`src/hw/gat_consts.svh`:
```
/*
 * Size and width constants of the GAT feature transform
 * Base sizes, then the address and index widths derived from them
 */
`ifndef GAT_CONSTS_SVH
`define GAT_CONSTS_SVH

// ====================
// Base sizes
// ====================
`define GAT_DATA_W       8
`define GAT_NUM_NODES    16
`define GAT_FEAT_IN      11
`define GAT_FEAT_OUT     16
`define GAT_H_DEPTH      64
`define GAT_WH_W         20

// ====================
// Derived widths
// ====================
`define GAT_COL_W        ($clog2(`GAT_FEAT_IN))
`define GAT_H_ADDR_W     ($clog2(`GAT_H_DEPTH))
`define GAT_NODE_W       ($clog2(`GAT_NUM_NODES))
`define GAT_ROWLEN_W     ($clog2(`GAT_FEAT_IN + 1))
`define GAT_LANE_W       ($clog2(`GAT_FEAT_OUT))
`define GAT_WGT_ADDR_W   ($clog2(`GAT_FEAT_IN * `GAT_FEAT_OUT))
`define GAT_FEAT_ADDR_W  ($clog2(`GAT_NUM_NODES * `GAT_FEAT_OUT))

`endif

```
`src/hw/gat_pkg.sv`:
```
/*
 * Shared data types of the GAT feature transform
 * H entry, addresses, weights and result rows
 */
`include "gat_consts.svh"

package gat_pkg;

  // One nonzero of H
  typedef struct packed {
    logic [`GAT_DATA_W-1:0] val;
    logic [`GAT_COL_W-1:0]  col;
  } h_entry_t;

  typedef logic [`GAT_H_ADDR_W-1:0]    h_addr_t;
  typedef logic [`GAT_NODE_W-1:0]      node_t;
  typedef logic [`GAT_ROWLEN_W-1:0]    row_len_t;
  typedef logic [`GAT_DATA_W-1:0]      wgt_t;
  typedef wgt_t [`GAT_FEAT_OUT-1:0]    wgt_row_t;

  // Result element and one full WH row
  typedef logic [`GAT_WH_W-1:0]        wh_t;
  typedef wh_t [`GAT_FEAT_OUT-1:0]     wh_row_t;
  typedef logic [`GAT_FEAT_ADDR_W-1:0] feat_addr_t;

endpackage

```
`src/hw/graph_mem_if.sv`:
```
/*
 * Read channel between the input memories and the SpMM engine
 * Addresses from the engine, registered data back from the memories
 */
`timescale 1ns/1ps
`include "gat_consts.svh"

interface graph_mem_if import gat_pkg::*; ();

  // Read addresses
  h_addr_t               h_addr;
  node_t                 node_addr;
  logic [`GAT_COL_W-1:0] wgt_row_addr;

  // Read data one clock after the address
  h_entry_t              h_data;
  row_len_t              row_len;
  wgt_row_t              wgt_row;

  modport mem (
    input  h_addr, node_addr, wgt_row_addr,
    output h_data, row_len, wgt_row
  );

  modport engine (
    output h_addr, node_addr, wgt_row_addr,
    input  h_data, row_len, wgt_row
  );

endinterface

```
`src/hw/load_memory.sv`:
```
/*
 * Input memories of the feature transform
 * H nonzeros, per-row lengths and the W matrix as row words
 * Host write ports and registered engine reads
 */
`timescale 1ns/1ps
`include "gat_consts.svh"

module load_memory import gat_pkg::*; (
  input  logic                       clk,

  input  h_entry_t                   h_data_bram_din,
  input  logic                       h_data_bram_ena,
  input  logic                       h_data_bram_wea,
  input  h_addr_t                    h_data_bram_addra,

  input  row_len_t                   h_node_info_bram_din,
  input  logic                       h_node_info_bram_ena,
  input  logic                       h_node_info_bram_wea,
  input  node_t                      h_node_info_bram_addra,

  input  wgt_t                       wgt_bram_din,
  input  logic                       wgt_bram_ena,
  input  logic                       wgt_bram_wea,
  input  logic [`GAT_WGT_ADDR_W-1:0] wgt_bram_addra,

  graph_mem_if.mem                   mem
);

  h_entry_t h_mem   [`GAT_H_DEPTH];
  row_len_t row_mem [`GAT_NUM_NODES];
  wgt_row_t wgt_mem [`GAT_FEAT_IN];

  logic [`GAT_WGT_ADDR_W-`GAT_LANE_W-1:0] wr_row;
  logic [`GAT_LANE_W-1:0]                 wr_lane;

  // Weight address is row * 16 + lane
  assign wr_row  = wgt_bram_addra[`GAT_WGT_ADDR_W-1:`GAT_LANE_W];
  assign wr_lane = wgt_bram_addra[`GAT_LANE_W-1:0];

  // ====================
  // Host writes
  // ====================
  always_ff @(posedge clk) begin
    if (h_data_bram_ena && h_data_bram_wea)
      h_mem[h_data_bram_addra] <= h_data_bram_din;
    if (h_node_info_bram_ena && h_node_info_bram_wea)
      row_mem[h_node_info_bram_addra] <= h_node_info_bram_din;
    if (wgt_bram_ena && wgt_bram_wea && (wr_row < `GAT_FEAT_IN))
      wgt_mem[wr_row][wr_lane] <= wgt_bram_din;
  end

  // Engine reads
  always_ff @(posedge clk) begin
    mem.h_data  <= h_mem[mem.h_addr];
    mem.row_len <= row_mem[mem.node_addr];
    mem.wgt_row <= wgt_mem[mem.wgt_row_addr];
  end

endmodule

```
`src/flat_wrapper.sv`:
```
// flat-port wrapper written by rule: the top's interface ports become plain ports
module load_memory_flat import gat_pkg::*;
  (clk, h_data_bram_din, h_data_bram_ena, h_data_bram_wea, h_data_bram_addra, h_node_info_bram_din, h_node_info_bram_ena, h_node_info_bram_wea, h_node_info_bram_addra, wgt_bram_din, wgt_bram_ena, wgt_bram_wea, wgt_bram_addra, mem_h_addr, mem_node_addr, mem_wgt_row_addr, mem_h_data, mem_row_len, mem_wgt_row);
  graph_mem_if mem_i ();
  input  logic clk;
  input  h_entry_t h_data_bram_din;
  input  logic h_data_bram_ena;
  input  logic h_data_bram_wea;
  input  h_addr_t h_data_bram_addra;
  input  row_len_t h_node_info_bram_din;
  input  logic h_node_info_bram_ena;
  input  logic h_node_info_bram_wea;
  input  node_t h_node_info_bram_addra;
  input  wgt_t wgt_bram_din;
  input  logic wgt_bram_ena;
  input  logic wgt_bram_wea;
  input  logic [`GAT_WGT_ADDR_W-1:0] wgt_bram_addra;
  input wire logic [$bits(mem_i.h_addr)-1:0] mem_h_addr;
  input wire logic [$bits(mem_i.node_addr)-1:0] mem_node_addr;
  input wire logic [$bits(mem_i.wgt_row_addr)-1:0] mem_wgt_row_addr;
  output wire logic [$bits(mem_i.h_data)-1:0] mem_h_data;
  output wire logic [$bits(mem_i.row_len)-1:0] mem_row_len;
  output wire logic [$bits(mem_i.wgt_row)-1:0] mem_wgt_row;
  assign mem_i.h_addr = mem_h_addr;
  assign mem_i.node_addr = mem_node_addr;
  assign mem_i.wgt_row_addr = mem_wgt_row_addr;
  assign mem_h_data = mem_i.h_data;
  assign mem_row_len = mem_i.row_len;
  assign mem_wgt_row = mem_i.wgt_row;
  load_memory u_core (.clk(clk), .h_data_bram_din(h_data_bram_din), .h_data_bram_ena(h_data_bram_ena), .h_data_bram_wea(h_data_bram_wea), .h_data_bram_addra(h_data_bram_addra), .h_node_info_bram_din(h_node_info_bram_din), .h_node_info_bram_ena(h_node_info_bram_ena), .h_node_info_bram_wea(h_node_info_bram_wea), .h_node_info_bram_addra(h_node_info_bram_addra), .wgt_bram_din(wgt_bram_din), .wgt_bram_ena(wgt_bram_ena), .wgt_bram_wea(wgt_bram_wea), .wgt_bram_addra(wgt_bram_addra), .mem(mem_i));
endmodule
```
`config.mk`:
```
export PLATFORM = sky130hd
export DESIGN_NAME = load_memory_flat
export DESIGN_NICKNAME = d
export VERILOG_FILES = /design/src/hw/gat_pkg.sv /design/src/hw/graph_mem_if.sv /design/src/hw/load_memory.sv /design/src/flat_wrapper.sv
export VERILOG_INCLUDE_DIRS = /design/src /design/src/hw
export SDC_FILE = /design/constraint.sdc
export NUM_CORES = 2
export LEC_CHECK = 0
export ABC_CLOCK_PERIOD_IN_PS = 3200
export BUFFER_PORTS_ARGS = -buffer_cell sky130_fd_sc_hd__buf_2
export CELL_PAD_IN_SITES_DETAIL_PLACEMENT = 2
export CELL_PAD_IN_SITES_GLOBAL_PLACEMENT = 2
export CORE_MARGIN = 10
export CORE_UTILIZATION = 45
export DETAILED_ROUTE_END_ITERATION = 6
export PLACE_DENSITY_LB_ADDON = 0.1
export SETUP_SLACK_MARGIN = 0.4
export SYNTH_ARGS = -nofsm -noshare
export SYNTH_HDL_FRONTEND = slang
export SYNTH_SLANG_ARGS = --single-unit
```
`constraint.sdc`:
```
create_clock -name clk -period 3.2 [get_ports clk]
set_input_delay 0.96 -clock clk [delete_from_list [all_inputs] [get_ports clk]]
set_output_delay 0.96 -clock clk [all_outputs]
set_load 0.1 [all_outputs]
```
### Word level (Yosys, flattened, before mapping)

Memory sizes are Yosys's and may differ from the RTL's. A register that Yosys moved wholly into a read port is not among the register bits.
Index checks and enable logic that the tools add are counted.

* bits in writable memories: 2240
* input port bits: 63
* bits in latches: 0
* ROM bits: 0
* flip-flop bits (word level): 0
* memories kept: 3

Memories
* u_core.wgt_mem: words 11, width 128, rd ports 1, clocked after memory_dff 1, write ports 1, RTL line load_memory.sv:32 `` wgt_row_t wgt_mem [`GAT_FEAT_IN]; ``
* u_core.h_mem: words 64, width 12, rd ports 1, clocked after memory_dff 1, write ports 1, RTL line load_memory.sv:30 `` h_entry_t h_mem [`GAT_H_DEPTH]; ``
* u_core.row_mem: words 16, width 4, rd ports 1, clocked after memory_dff 1, write ports 1, RTL line load_memory.sv:31 `` row_len_t row_mem [`GAT_NUM_NODES]; ``

* reductions and logical operators: 5
* magnitude comparators: 3
* multipliers: 0
* add/sub/neg operators: 0
* bitwise operators: 0
* divide/modulo/power cells: 0
* shifts and indexed selects: 0
* multiplexer cells: 8
* equality and inequality tests: 0

Operator list (count)
* 128-bit two-way mux: 1
* 8-bit demux with 4-bit select: 1
* 8-bit two-way mux: 1
* 1-bit logical AND: 5
* 4-bit by 5-bit < comparator with 1-bit output, second input constant: 1
* 1-bit two-way mux: 5
* 4-bit by 1-bit greater-or-equal comparator with 1-bit output, second input constant: 1
* 4-bit < comparator, second input constant: 1

### Longest topological paths before layout

* depth in word-level cells: 5
* gate-level depth with buffers: 10

### Least setup slack after synthesis

No wires, ideal clock.

* path type: in2reg
* start point: in h_data_bram_addra[5]
* end point: mem u_core.h_mem[34][0] (netlist bit) (enable)
* buffers on the path: 2
* data arrival time: 2.325 ns
* cell stages on the path: 4
* library setup time: 0.380 ns
* setup slack: 0.495 ns
* cells stage by stage: clkbuf_1 > or3b_2 > clkbuf_1 > nor2_1

RTL lines
* start: declaration: RTL line flat_wrapper.sv:9 `input h_addr_t h_data_bram_addra;`
* end: declaration: RTL line load_memory.sv:30

Straight into the memory's write port.

### Worst setup path in the final report

* start point: reg u_core.mem.wgt_row[74], read port of u_core.wgt_mem
* end point: out mem_wgt_row[74]

RTL lines
* start: declaration: RTL line graph_mem_if.sv:22 `output h_data, row_len, wgt_row`
* end: declaration: RTL line flat_wrapper.sv:23 `output wire logic [$bits(mem_i.wgt_row)-1:0] mem_wgt_row;`

No word-level cell between the ends.

==> impl_metrics.toml <==
[run_status]
status = "complete, no violations"

[global_routing]
grt_overflow = 0
antenna_found_initial = 9
grt_max_degree = 77
track_usage = 0.230
grt_pass1_vias = 48328
grt_pass1_wl_mm = 363

[synthesis]
ys_async_sr_fraction = 0
yosysWarningCount = 0
synth-simple-area-share = 0.0181
ys_seq_area_frac = 0.789
syn_area_um2 = 88900
synth-adder-area-share = 0
synth_edf_count = 2240
synth_commonest_cells = "2240 x edfxtp_1, 596 x mux4_2, 275 x nor2_1"
synth-xor-area-share = 0
synth_compound_area_frac = 0.00645
synth_area_leaders = "edfxtp_1 76%, mux4_2 15%, dfxtp_1 3.2%"
syn-num-nets = 3910
synth_mux_area_frac = 0.174
synthCells = 3847
yosysMostFrequentCell = "edfxtp_1"
synth.top_cell.area_share = 0.757
ys_types = 39
ys_seq_elements = 2384
synth_top_family_by_area = "multiplexers"
syn_area_per_cell_um2 = 23.1
synthFlopType = "edfxtp_1"
yosysTopAreaCell = "edfxtp_1"

[setup_path]
r2r_slack_ns = 0.70
worstPathCellList = "buf_6"
r2r_cells = 7
cp_top_family = "flip-flops"
critPathMaxFanout = 1
worst_ep_arrival_time_ns = 1.77
setup.worst_path.start_class = "flip-flop"
crit_type = "flip-flop to output pin"
critPathMaxStageDelay_ns = 0.58
crit_buf_inv = 1
endpoint_kind = "output pin"
cpMaxStageDelayCell = "dfxtp_1"
cp.required_ns = 2.24
cp.depth = 1

[drt]
wl_mm = 250
vias = 43281
initialDrtViolationCount = 4371
viasPerCell = 5.81
post_drt_wl_per_cell_um = 33.5
ant_nets = 0
first_pass_iters = 6
drcViolationCount = 0

[sta]
max_slew.worst_pin.slew_ns = 1.06
drv_slew = 0
period_share = 0.853
setup_viol_count_final = 0
relSlewSlack = 0.295
skew_ns = 0.0354
fmax_mhz = 367
rsz0062_at_grt = "false"
final.min_clock_period_ns = 2.73
final_hold_viol_count = 0

[hold_path]
hold_class = "primary input to flip-flop"
hold_depth = 2

[floorplanning]
rows = 163
ios = 207
initial_core_util = 0.451
die_width_um = 464
fp.coreArea_um2 = 197000
die_y_um = 464
die-area_um2 = 216000

[placed_design]
place_inst = 6973
globalplace.congestion = 0.777
post-dp-hpwl_mm = 155
numPortBuffers = 206

[cts]
numCtsBuffers = 275
post_cts_buffers = 0
clkSlewWorstSetupHoldPaths_ns = 0.06
cts_max_level = 5
tritoncts = "yes"
ctsResizeCount = 42
cts_hold_buf = 0
clock_sinks = 2384
clock-root-buffer = "clkbuf_16"
ctsLongestPathBuffers = 4
clock_latency_ns = 0.91

[layout]
multi_input_area_um2 = 17700
instances_no_fill = 7447
regArea_um2 = 70100
area_growth_pct = 18.4
nets = 4673
num-fill-cells = 16376
drive_gt1_frac = 0.369

[flow_run]
max-cap-violations = 0

[power]
total_power_w = 0.0684
p_per_area_nw_per_um2 = 650
vdd_drop_max_mv = 0.577
leakagePower_nw = 34.3
==> power breakdown <==
group          internal (W)  switching (W)  total (W)
logic               0.00133        0.00302    0.00435
registers            0.0343       0.000168     0.0345
clock network        0.0174         0.0122     0.0296
==> sequential cells by signal, indices dropped and copies added, names as in the netlist <==
signal	count
u_core.h_mem	768
u_core.wgt_mem	1408
u_core.mem.row_len	4
u_core.mem.h_data	12
u_core.row_mem	64
u_core.mem.wgt_row	128
==> cells in the final DEF, fill, tap and decap left out, drive strengths merged, types with 18 or more instances in the layout <==
master,count
mux2,128
nand2,49
dfxtp,144
o21ai,19
clkbuf,387
buf,681
nor2,275
edfxtp,2240
o22ai,18
a21oi,22
mux4,600
nand3,19
mux2i,53
clkinv,67
==> metal layers <==
| layer | global-route usage | wire [µm] | vias to the layer above |
|---|---|---|---|
| li1 | - | - | 17623 |
| met1 | 0.310 | 103000 | 23758 |
| met2 | 0.382 | 125000 | 1456 |
| met3 | 0.0410 | 13500 | 438 |
| met4 | 0.0760 | 8450 | 6 |
| met5 | 0 | 41 | - |
==> final timing paths <==
| path | startpoint | endpoint |
|---|---|---|
| worst max-delay path | u_core.mem.wgt_row[74] | mem_wgt_row[74] |
| worst min register to register | u_core.wgt_mem[10][51] | u_core.mem.wgt_row[51] |
| worst min-delay path | mem_node_addr[3] | u_core.mem.row_len[2] |
| worst max register to register | u_core.h_mem[27][11] | u_core.mem.h_data[11] |
==> stage by stage <==
| stage | area, µm² | setup slack (ns) | TNS [ns] | util | hold WS (ns) |
|---|---|---|---|---|---|
| global route | 105000 | 0.405 | 0 | 0.534 | 0.386 |
| global placement | 96700 | -0.243 | -0.243 | 0.492 | 0.538 |
| detailed placement | 96700 | -0.235 | -1.86 | 0.492 | 0.547 |
| floorplan | 88900 | 0.495 | 0 | - | 0.533 |
| finish | 105000 | 0.472 | 0 | 0.534 | 0.436 |
| CTS | 105000 | 0.334 | 0 | 0.534 | 0.358 |
==> cell type report <==
type / instances / share of cell area
flip-flops and latches: 2384 / 0.667
clock inverters: 89 / 0.00678
well taps: 2640 / 0.0314
clock buffers: 383 / 0.0722
repair buffers: 685 / 0.0541
inverters: 3 / 0.000107
diodes: 2 / 0.0000476
multi-input cells: 1261 / 0.168
==> kinds of logic (layout without fill, tap and decap cells) <==
family | after synthesis | after routing
flops | 2384 | 2384
simple gates | 389 | 389
mux | 781 | 781
compound gates | 91 | 91
buf+inv | 202 | 1160
other cells | 0 | 2
Note: power is estimated with default switching activity, not from simulation.
