<file path="config.mk">
export PLATFORM = sky130hd
export DESIGN_NAME = spmm_engine_flat
export DESIGN_NICKNAME = d
export VERILOG_FILES = /design/src/hw/gat_pkg.sv /design/src/hw/graph_mem_if.sv /design/src/hw/spmm_engine.sv /design/src/flat_wrapper.sv
export VERILOG_INCLUDE_DIRS = /design/src /design/src/hw
export SDC_FILE = /design/constraint.sdc
export NUM_CORES = 2
export LEC_CHECK = 0
export ABC_AREA = 1
export BUFFER_PORTS_ARGS = -buffer_cell sky130_fd_sc_hd__buf_2
export CAP_MARGIN = 25
export CELL_PAD_IN_SITES_DETAIL_PLACEMENT = 2
export CELL_PAD_IN_SITES_GLOBAL_PLACEMENT = 2
export CORE_ASPECT_RATIO = 0.5
export CORE_MARGIN = 2
export CORE_UTILIZATION = 36
export DETAILED_ROUTE_END_ITERATION = 16
export GPL_ROUTABILITY_DRIVEN = 0
export PLACE_DENSITY = 0.8
export REMOVE_ABC_BUFFERS = 1
export SYNTH_ARGS = -nofsm -noshare
export SYNTH_HDL_FRONTEND = slang
export SYNTH_SLANG_ARGS = --single-unit
</file>
<file path="constraint.sdc">
create_clock -name clk -period 5.2 [get_ports clk]
set_input_delay 1.04 -clock clk [delete_from_list [all_inputs] [get_ports clk]]
set_output_delay 1.04 -clock clk [all_outputs]
set_load 0.005 [all_outputs]
</file>
<file path="src/hw/gat_consts.svh">
/*
 * Size and width constants of the GAT feature transform
 * Base sizes, then the address and index widths derived from them
 */
`ifndef GAT_CONSTS_SVH
`define GAT_CONSTS_SVH

// ====================
// Base sizes
// ====================
`define GAT_DATA_W       8
`define GAT_NUM_NODES    16
`define GAT_FEAT_IN      11
`define GAT_FEAT_OUT     16
`define GAT_H_DEPTH      64
`define GAT_WH_W         20

// ====================
// Derived widths
// ====================
`define GAT_COL_W        ($clog2(`GAT_FEAT_IN))
`define GAT_H_ADDR_W     ($clog2(`GAT_H_DEPTH))
`define GAT_NODE_W       ($clog2(`GAT_NUM_NODES))
`define GAT_ROWLEN_W     ($clog2(`GAT_FEAT_IN + 1))
`define GAT_LANE_W       ($clog2(`GAT_FEAT_OUT))
`define GAT_WGT_ADDR_W   ($clog2(`GAT_FEAT_IN * `GAT_FEAT_OUT))
`define GAT_FEAT_ADDR_W  ($clog2(`GAT_NUM_NODES * `GAT_FEAT_OUT))

`endif

</file>
<file path="src/hw/gat_pkg.sv">
/*
 * Shared data types of the GAT feature transform
 * H entry, addresses, weights and result rows
 */
`include "gat_consts.svh"

package gat_pkg;

  // One nonzero of H
  typedef struct packed {
    logic [`GAT_DATA_W-1:0] val;
    logic [`GAT_COL_W-1:0]  col;
  } h_entry_t;

  typedef logic [`GAT_H_ADDR_W-1:0]    h_addr_t;
  typedef logic [`GAT_NODE_W-1:0]      node_t;
  typedef logic [`GAT_ROWLEN_W-1:0]    row_len_t;
  typedef logic [`GAT_DATA_W-1:0]      wgt_t;
  typedef wgt_t [`GAT_FEAT_OUT-1:0]    wgt_row_t;

  // Result element and one full WH row
  typedef logic [`GAT_WH_W-1:0]        wh_t;
  typedef wh_t [`GAT_FEAT_OUT-1:0]     wh_row_t;
  typedef logic [`GAT_FEAT_ADDR_W-1:0] feat_addr_t;

endpackage

</file>
<file path="src/hw/graph_mem_if.sv">
/*
 * Read channel between the input memories and the SpMM engine
 * Addresses from the engine, registered data back from the memories
 */
`timescale 1ns/1ps
`include "gat_consts.svh"

interface graph_mem_if import gat_pkg::*; ();

  // Read addresses
  h_addr_t               h_addr;
  node_t                 node_addr;
  logic [`GAT_COL_W-1:0] wgt_row_addr;

  // Read data one clock after the address
  h_entry_t              h_data;
  row_len_t              row_len;
  wgt_row_t              wgt_row;

  modport mem (
    input  h_addr, node_addr, wgt_row_addr,
    output h_data, row_len, wgt_row
  );

  modport engine (
    output h_addr, node_addr, wgt_row_addr,
    input  h_data, row_len, wgt_row
  );

endinterface

</file>
<file path="src/hw/spmm_engine.sv">
/*
 * Sparse H times dense W engine
 * Walks the rows in CSR order, 16-lane multiply-accumulate,
 * writes one WH row per node and flags the end of the run
 */
`timescale 1ns/1ps
`include "gat_consts.svh"

module spmm_engine import gat_pkg::*; (
  input  logic        clk,
  input  logic        rst_n,

  input  logic        h_data_bram_load_done,
  input  logic        h_node_info_bram_load_done,
  input  logic        wgt_bram_load_done,

  graph_mem_if.engine eng,

  output logic        wh_wr_en,
  output node_t       wh_node,
  output wh_row_t     wh_row,
  output logic        gat_ready
);

  typedef enum logic [2:0] {
    S_IDLE,
    S_LEN,
    S_ENT,
    S_WGT,
    S_ACC,
    S_WRITE,
    S_DONE
  } state_t;

  state_t   state;
  node_t    node;
  h_addr_t  h_ptr;
  row_len_t remain;
  logic     len_ph;
  logic     prod_vld;
  logic     all_loaded;

  logic [`GAT_DATA_W-1:0]   val_q;
  logic [2*`GAT_DATA_W-1:0] prod [`GAT_FEAT_OUT];
  wh_row_t                  acc;

  assign all_loaded = h_data_bram_load_done & h_node_info_bram_load_done &
                      wgt_bram_load_done;

  // Read addresses from the counters and the fetched column
  assign eng.node_addr    = node;
  assign eng.h_addr       = h_ptr;
  assign eng.wgt_row_addr = eng.h_data.col;

  // ====================
  // Control FSM
  // ====================
  always_ff @(posedge clk or negedge rst_n) begin
    if (!rst_n) begin
      state    <= S_IDLE;
      node     <= '0;
      h_ptr    <= '0;
      remain   <= '0;
      len_ph   <= 1'b0;
      prod_vld <= 1'b0;
    end else begin
      prod_vld <= (state == S_WGT);
      case (state)
        S_IDLE: begin
          if (all_loaded)
            state <= S_LEN;
        end
        S_LEN: begin
          // Second clock has the row length
          len_ph <= ~len_ph;
          if (len_ph) begin
            remain <= eng.row_len;
            state  <= (eng.row_len == '0) ? S_WRITE : S_ENT;
          end
        end
        S_ENT: begin
          h_ptr  <= h_ptr + 1'b1;
          remain <= remain - 1'b1;
          state  <= S_WGT;
        end
        S_WGT: begin
          state <= (remain == '0) ? S_ACC : S_ENT;
        end
        S_ACC: begin
          state <= S_WRITE;
        end
        S_WRITE: begin
          node  <= node + 1'b1;
          state <= (node == node_t'(`GAT_NUM_NODES - 1)) ? S_DONE : S_LEN;
        end
        S_DONE: begin
          state <= S_DONE;
        end
        default: begin
          state <= S_IDLE;
        end
      endcase
    end
  end

  // ====================
  // Lanes
  // ====================
  // Products land one clock after the weight row and are summed on the next
  always_ff @(posedge clk) begin
    if (state == S_ENT)
      val_q <= eng.h_data.val;
    for (int i = 0; i < `GAT_FEAT_OUT; i++) begin
      prod[i] <= val_q * eng.wgt_row[i];
      if (state == S_LEN)
        acc[i] <= '0;
      else if (prod_vld)
        acc[i] <= acc[i] + wh_t'(prod[i]);
    end
  end

  assign wh_wr_en  = (state == S_WRITE);
  assign wh_node   = node;
  assign wh_row    = acc;
  assign gat_ready = (state == S_DONE);

endmodule

</file>
<file path="src/flat_wrapper.sv">
// flat-port wrapper written by rule: the top's interface ports become plain ports
module spmm_engine_flat import gat_pkg::*;
  (clk, rst_n, h_data_bram_load_done, h_node_info_bram_load_done, wgt_bram_load_done, wh_wr_en, wh_node, wh_row, gat_ready, eng_h_addr, eng_node_addr, eng_wgt_row_addr, eng_h_data, eng_row_len, eng_wgt_row);
  graph_mem_if eng_i ();
  input  logic clk;
  input  logic rst_n;
  input  logic h_data_bram_load_done;
  input  logic h_node_info_bram_load_done;
  input  logic wgt_bram_load_done;
  output logic wh_wr_en;
  output node_t wh_node;
  output wh_row_t wh_row;
  output logic gat_ready;
  output wire logic [$bits(eng_i.h_addr)-1:0] eng_h_addr;
  output wire logic [$bits(eng_i.node_addr)-1:0] eng_node_addr;
  output wire logic [$bits(eng_i.wgt_row_addr)-1:0] eng_wgt_row_addr;
  input wire logic [$bits(eng_i.h_data)-1:0] eng_h_data;
  input wire logic [$bits(eng_i.row_len)-1:0] eng_row_len;
  input wire logic [$bits(eng_i.wgt_row)-1:0] eng_wgt_row;
  assign eng_h_addr = eng_i.h_addr;
  assign eng_node_addr = eng_i.node_addr;
  assign eng_wgt_row_addr = eng_i.wgt_row_addr;
  assign eng_i.h_data = eng_h_data;
  assign eng_i.row_len = eng_row_len;
  assign eng_i.wgt_row = eng_wgt_row;
  spmm_engine u_core (.clk(clk), .rst_n(rst_n), .h_data_bram_load_done(h_data_bram_load_done), .h_node_info_bram_load_done(h_node_info_bram_load_done), .wgt_bram_load_done(wgt_bram_load_done), .eng(eng_i), .wh_wr_en(wh_wr_en), .wh_node(wh_node), .wh_row(wh_row), .gat_ready(gat_ready));
endmodule
</file>
# Word level (Yosys, flattened, before mapping)
# Memory sizes are Yosys's and may differ from the RTL's.
# Cells that the tools add are included.
dict set report op_classes {
  n_addsub 19
  mul 16
  n_eq_ne 9
  muxes 8
  bitwise_logic 3
  n_reduce_logical 6
}
# op n
set op_table {}
lappend op_table {{adder 20 x 16 -> 20 bit} 16}
lappend op_table {{multiplier 8 x 8 -> 16 bit} 16}
lappend op_table {{one-hot mux 3 bit (7 select lines)} 1}
lappend op_table {{two-way mux 3 bit} 5}
lappend op_table {{== test 3 bit (second input constant)} 3}
lappend op_table {{zero test 4 bit} 2}
lappend op_table {{one-hot mux 4 bit (2 select lines)} 1}
lappend op_table {{adder 6 x 1 -> 6 bit (second input constant)} 1}
lappend op_table {{== test 3 x 2 -> 1 bit (second input constant)} 2}
lappend op_table {{adder 4 x 1 -> 4 bit (second input constant)} 1}
lappend op_table {{== test 4 bit (second input constant)} 1}
lappend op_table {{two-way mux 4 bit} 1}
lappend op_table {{inequality test 2 x 1 -> 1 bit (second input constant)} 2}
lappend op_table {{AND reduction 2 bit} 2}
lappend op_table {{subtractor 4 x 1 -> 4 bit (second input constant)} 1}
lappend op_table {{== test 3 x 1 -> 1 bit (second input constant)} 1}
lappend op_table {{zero test 3 bit} 1}
lappend op_table {{bitwise AND 1 bit} 2}
lappend op_table {{nonzero test 2 bit} 1}
lappend op_table {{inverter 1 bit} 1}
dict set report word_totals {
  reg_bits 347
  mem_bits_rw 256
  in_bits 149
  out_inout_bits 340
  wordCells 85
  memories 1
}
# memory depth width read_ports rd_clocked_by_memory_dff write_ports line
set memory_table {}
lappend memory_table {u_core.prod 16 16 16 0 16 spmm_engine.sv:44} ;# logic [2*`GAT_DATA_W-1:0] prod [`GAT_FEAT_OUT];

# Longest topological paths before layout
dict set report depth {
  ltp_word 4
  ltp_mapped 20
  ltp_nobuf 18
}

# Worst setup path before layout
# No wires, ideal clock.
dict set report synth_timing {
  kind {input to register}
  startpoint {input port eng_wgt_row[98]}
  endpoint {memory u_core.prod[1][78] in the netlist's numbering}
  arrival_time_ns 4.455
  required_ns 5.073
  slack_ns 0.618
  stages 17
  path_cell_list {clkbuf_2 -> nand2_1 -> inv_1 -> fa_1 -> inv_1 -> fa_1 -> inv_1 -> fa_1 -> inv_1 -> fa_1 -> inv_1 -> ha_1 -> a21oi_1 -> o21ai_0 -> a21oi_1 -> o21ai_0 -> xor2_1}
}
# item line
set synth_lines {}
lappend synth_lines {{from (decl)} flat_wrapper.sv:19} ;# input wire logic [$bits(eng_i.wgt_row)-1:0] eng_wgt_row;
lappend synth_lines {{to (decl)} spmm_engine.sv:44}

==> metrics.md <==
| Metric | Value |
|---|---|
| WL final | `about 240000 microns` |
| Synth Flop Type | `dfxtp_1` |
| Crit-path max FO | `10` |
| Setup Fix Bufs, Post-CTS | `0` |
| Clk buf depth | `3` |
| Vias | `around 65000` |
| Synth cell count leaders | `nand2_1, inv_1, ha_1, fa_1, dfxtp_1` |
| Height of the die | `317 microns` |
| Fin crit period | `roughly 4.7 ns` |
| FP Rows | `about 110` |
| Hold_ws | `between 0.2 and 0.3 ns` |
| Routed Antenna Nets | `0` |
| Port bufs | `480` |
| Met2 WL | `124000 microns` |
| Max cap viols | `0` |
| CTS tree | `yes` |
| DRC Markers | `0` |
| CTS buffer count | `73` |
| Clk slew on worst S/H paths | `about 0.070 ns` |
| Top routing layer used | `met5` |
| Clock power share | `a little under an eighth` |
| Pwr dens | `around 640 nW/um^2` |
| H-tree Lvls | `3` |
| Slowest-stage cell, CP | `edfxtp_1` |
| All-Layer GR Usage | `about 24%` |
| Core area | `just under 200000 sq um` |
| Met3 wire length | `~5600 microns` |
| Leakage | `around 49 nW` |
| Grt total ovfl | `0` |
| Post-synth cell types | `35` |
| Async SR Flop Fraction | `under 10%` |
| Die footprint | `approximately 200000 sq um` |
| DR pass1 iterations | `5` |
| RSZ-0062 raised after global routing | `no` |
| Register area | `around 12000 sq um` |
| Mapped Avg Cell Area | `between 6 and 7 sq um` |
| Sw frac | `approximately 54%` |
| Fin Clk Skew | `between 0.02 and 0.03 ns` |
| Gates resized, CTS repair | `0` |
| Leading area contributor after synthesis | `fa_1` |
| Worst path max stage delay | `~0.57 ns` |
| Die W | `between 600 and 700 microns` |
| Hold Path Class | `primary input to async pin` |
| First-pass GRT wire length | `slightly below 400000 microns` |
| Mapped Area | `70400 sq um` |
| Crit start category | `flip-flop` |
| Seq cells post-synth | `603` |
| WP data arrival | `~5.3 ns` |
| Final Max Slew Viols | `0` |
| CP dominant cell by count | `fa_1` |
| Max transition margin | `about a third` |
| Top-count cell post-synth | `nand2_1` |
| Design Area, Final | `between 70000 and 80000 sq um` |
| Top post-synthesis cells by area | `fa_1, dfxtp_1, nand2_1, ha_1, inv_1` |
| Post-Synthesis Cells | `10400` |
| Fraction of layout cells with a size suffix above 1 | `approximately 6.4%` |
| CP required | `between 5 and 6 ns` |
| Initial antenna violation count | `42` |
| DR WL/cell | `18.3 microns` |
| P&R area growth vs syn | `10.6%` |
| Worst Path Class, Setup | `flip-flop to flip-flop` |
| Crit path buf inv count | `5` |
| Max IR drop VDD | `between 400 and 500 uV` |
| Critical path cell sequence | `buf_12, buf_4, nand2_1, fa_1, fa_1, inv_1, fa_1, inv_1, fa_1, inv_1, ha_1, a21oi_1, o21ai_0, a21oi_1, o21ai_1, xor2_1` |
| Post-CTS Hold Buffers | `0` |
| Post-synth EDFFs | `8` |
| Final Hold Fails | `0` |
| Setup crit end kind | `flip-flop` |
| Root buffer cell | `clkbuf_16` |
| Comb power frac | `about 73%` |
| I/O Pins | `489` |
| # clock sinks | `about 600` |
| Final period util | `91.3%` |
| Sw Pwr | `between 0.02 and 0.03 W` |
| Worst-margin pin slew | `1.02 ns` |
| Met1 WL | `roughly 110000 microns` |
| Family with the most delay on the worst path | `adder cells` |
| Post-DP HPWL | `194000 microns` |
| Via density | `between 4 and 5` |
| Setup violators final | `0` |
| Largest net degree at the start of global routing | `roughly 150` |
| Fmax | `between 200 and 250 MHz` |
| Area of the multi-input gates | `46900 sq um` |
| Post-synthesis sequential area ratio | `between 10% and 20%` |
| Fillcell total | `23800` |
| Initial Util | `between 30% and 40%` |
| Clk Latency, worst-skew pair | `around 0.7 ns` |
| Final Net Count | `around 12000` |
| Post-synth top area share | `between 10% and 20%` |
| DRT iter0 DRCs | `roughly 2200` |
| Vias in the first global route | `about 73000` |
| Outcome | `finished, final reports clean` |
| Internal power | `about 0.023 W` |
| Synth warn | `0` |
| Sequential power share | `between 15 and 20%` |
| Post-place instance area | `75300 sq um` |
-- sequential cells by signal (all words and copies together) (netlist names) --
signal / flops
u_core.val_q: 8
u_core.remain: 4
u_core.prod: 256
u_core.prod_vld: 1
u_core.len_ph: 1
u_core.wh_row: 320
u_core.state: 3
u_core.eng.h_addr: 6
u_core.eng.node_addr: 4
-- logic make-up after synthesis --
group / share of synthesized area (%)
buffers and inverters: 16.0
AOI/OAI and AO/OA: 8.32
DFF: 17.4
and+or+nand+nor: 22.7
xor gates and xnor gates: 3.89
adders and majority gates: 31.7
-- final cells by class --
cell class | instances | share of cell area (%)
repair buffers | 548 | 4.14
well taps | 2610 | 4.20
diodes | 21 | 0.0675
flip-flops and latches | 603 | 15.7
multi-input cells | 6863 | 60.3
inverters | 2565 | 12.4
clock inverters | 32 | 0.494
clock buffers | 103 | 2.71
-- power by group through the flow --
| stage | sequential [W] | combinational (W) | clock, W |
|---|---|---|---|
| 3_3_place_gp | 0.00802 | 0.0345 | 0 |
| 6_report | 0.00793 | 0.0365 | 0.00570 |
| 3_5_place_dp | 0.00805 | 0.0364 | 0 |
| 2_1_floorplan | 0.00794 | 0.0257 | 0 |
| 5_1_grt | 0.00809 | 0.0421 | 0.00607 |
| 4_1_cts | 0.00797 | 0.0372 | 0.00589 |
-- layer usage --
layer	GRT usage [%]	up-vias
li1	-	31600
met5	0	-
met3	2.63	294
met1	29.4	32500
met4	6.56	14
met2	45.6	582
-- path summary, 6_finish.rpt --
kind,startpoint,end,slack (ns),cells after the start
max,u_core.val_q[5],u_core.prod[1][60],0.45,16
max reg2reg,u_core.val_q[5],u_core.prod[1][60],0.45,16
min in group clk,u_core.eng.h_addr[5],u_core.eng.h_addr[5],0.47,1
max in group asynchronous,rst_n,u_core.prod_vld,4.57,1
min,rst_n,u_core.len_ph,0.27,1
min reg2reg,u_core.eng.h_addr[5],u_core.eng.h_addr[5],0.47,1
-- placed cells by master (no fill, tap or decap), types with 7 or more instances in the layout --
cell type,count
a31oi_1,14
o21bai_1,108
nor3_1,62
ha_1,835
clkbuf_8,13
nand2_1,2901
dfxtp_1,576
nand4_1,14
clkbuf_1,15
or2_2,10
inv_1,2562
nand3b_1,9
xnor2_1,101
buf_12,25
a211oi_1,31
nor2_1,549
buf_2,480
dfrtp_1,18
edfxtp_1,8
o2111ai_1,7
o21ai_0,384
nand3_1,459
buf_4,43
clkbuf_16,75
and2_1,32
fa_1,592
clkinv_2,12
o21ai_1,34
diode_2,21
xor2_1,212
a21oi_1,494
o211ai_1,10
-- metrics by stage --
stage               total power (W)  util (%)  worst slack [ns]  instances  setup TNS [ns]
floorplan                    0.0336         -             -7.96      10000        -1536.20
global placement             0.0425      38.9             0.359      13200               0
detailed placement           0.0445      38.9             0.282      13200               0
CTS                          0.0510      40.2             0.408      13300               0
global route                 0.0563      40.2             0.210      13300               0
finish                       0.0501      40.2             0.452      13300               0
Power figures use the tool's default switching activity.
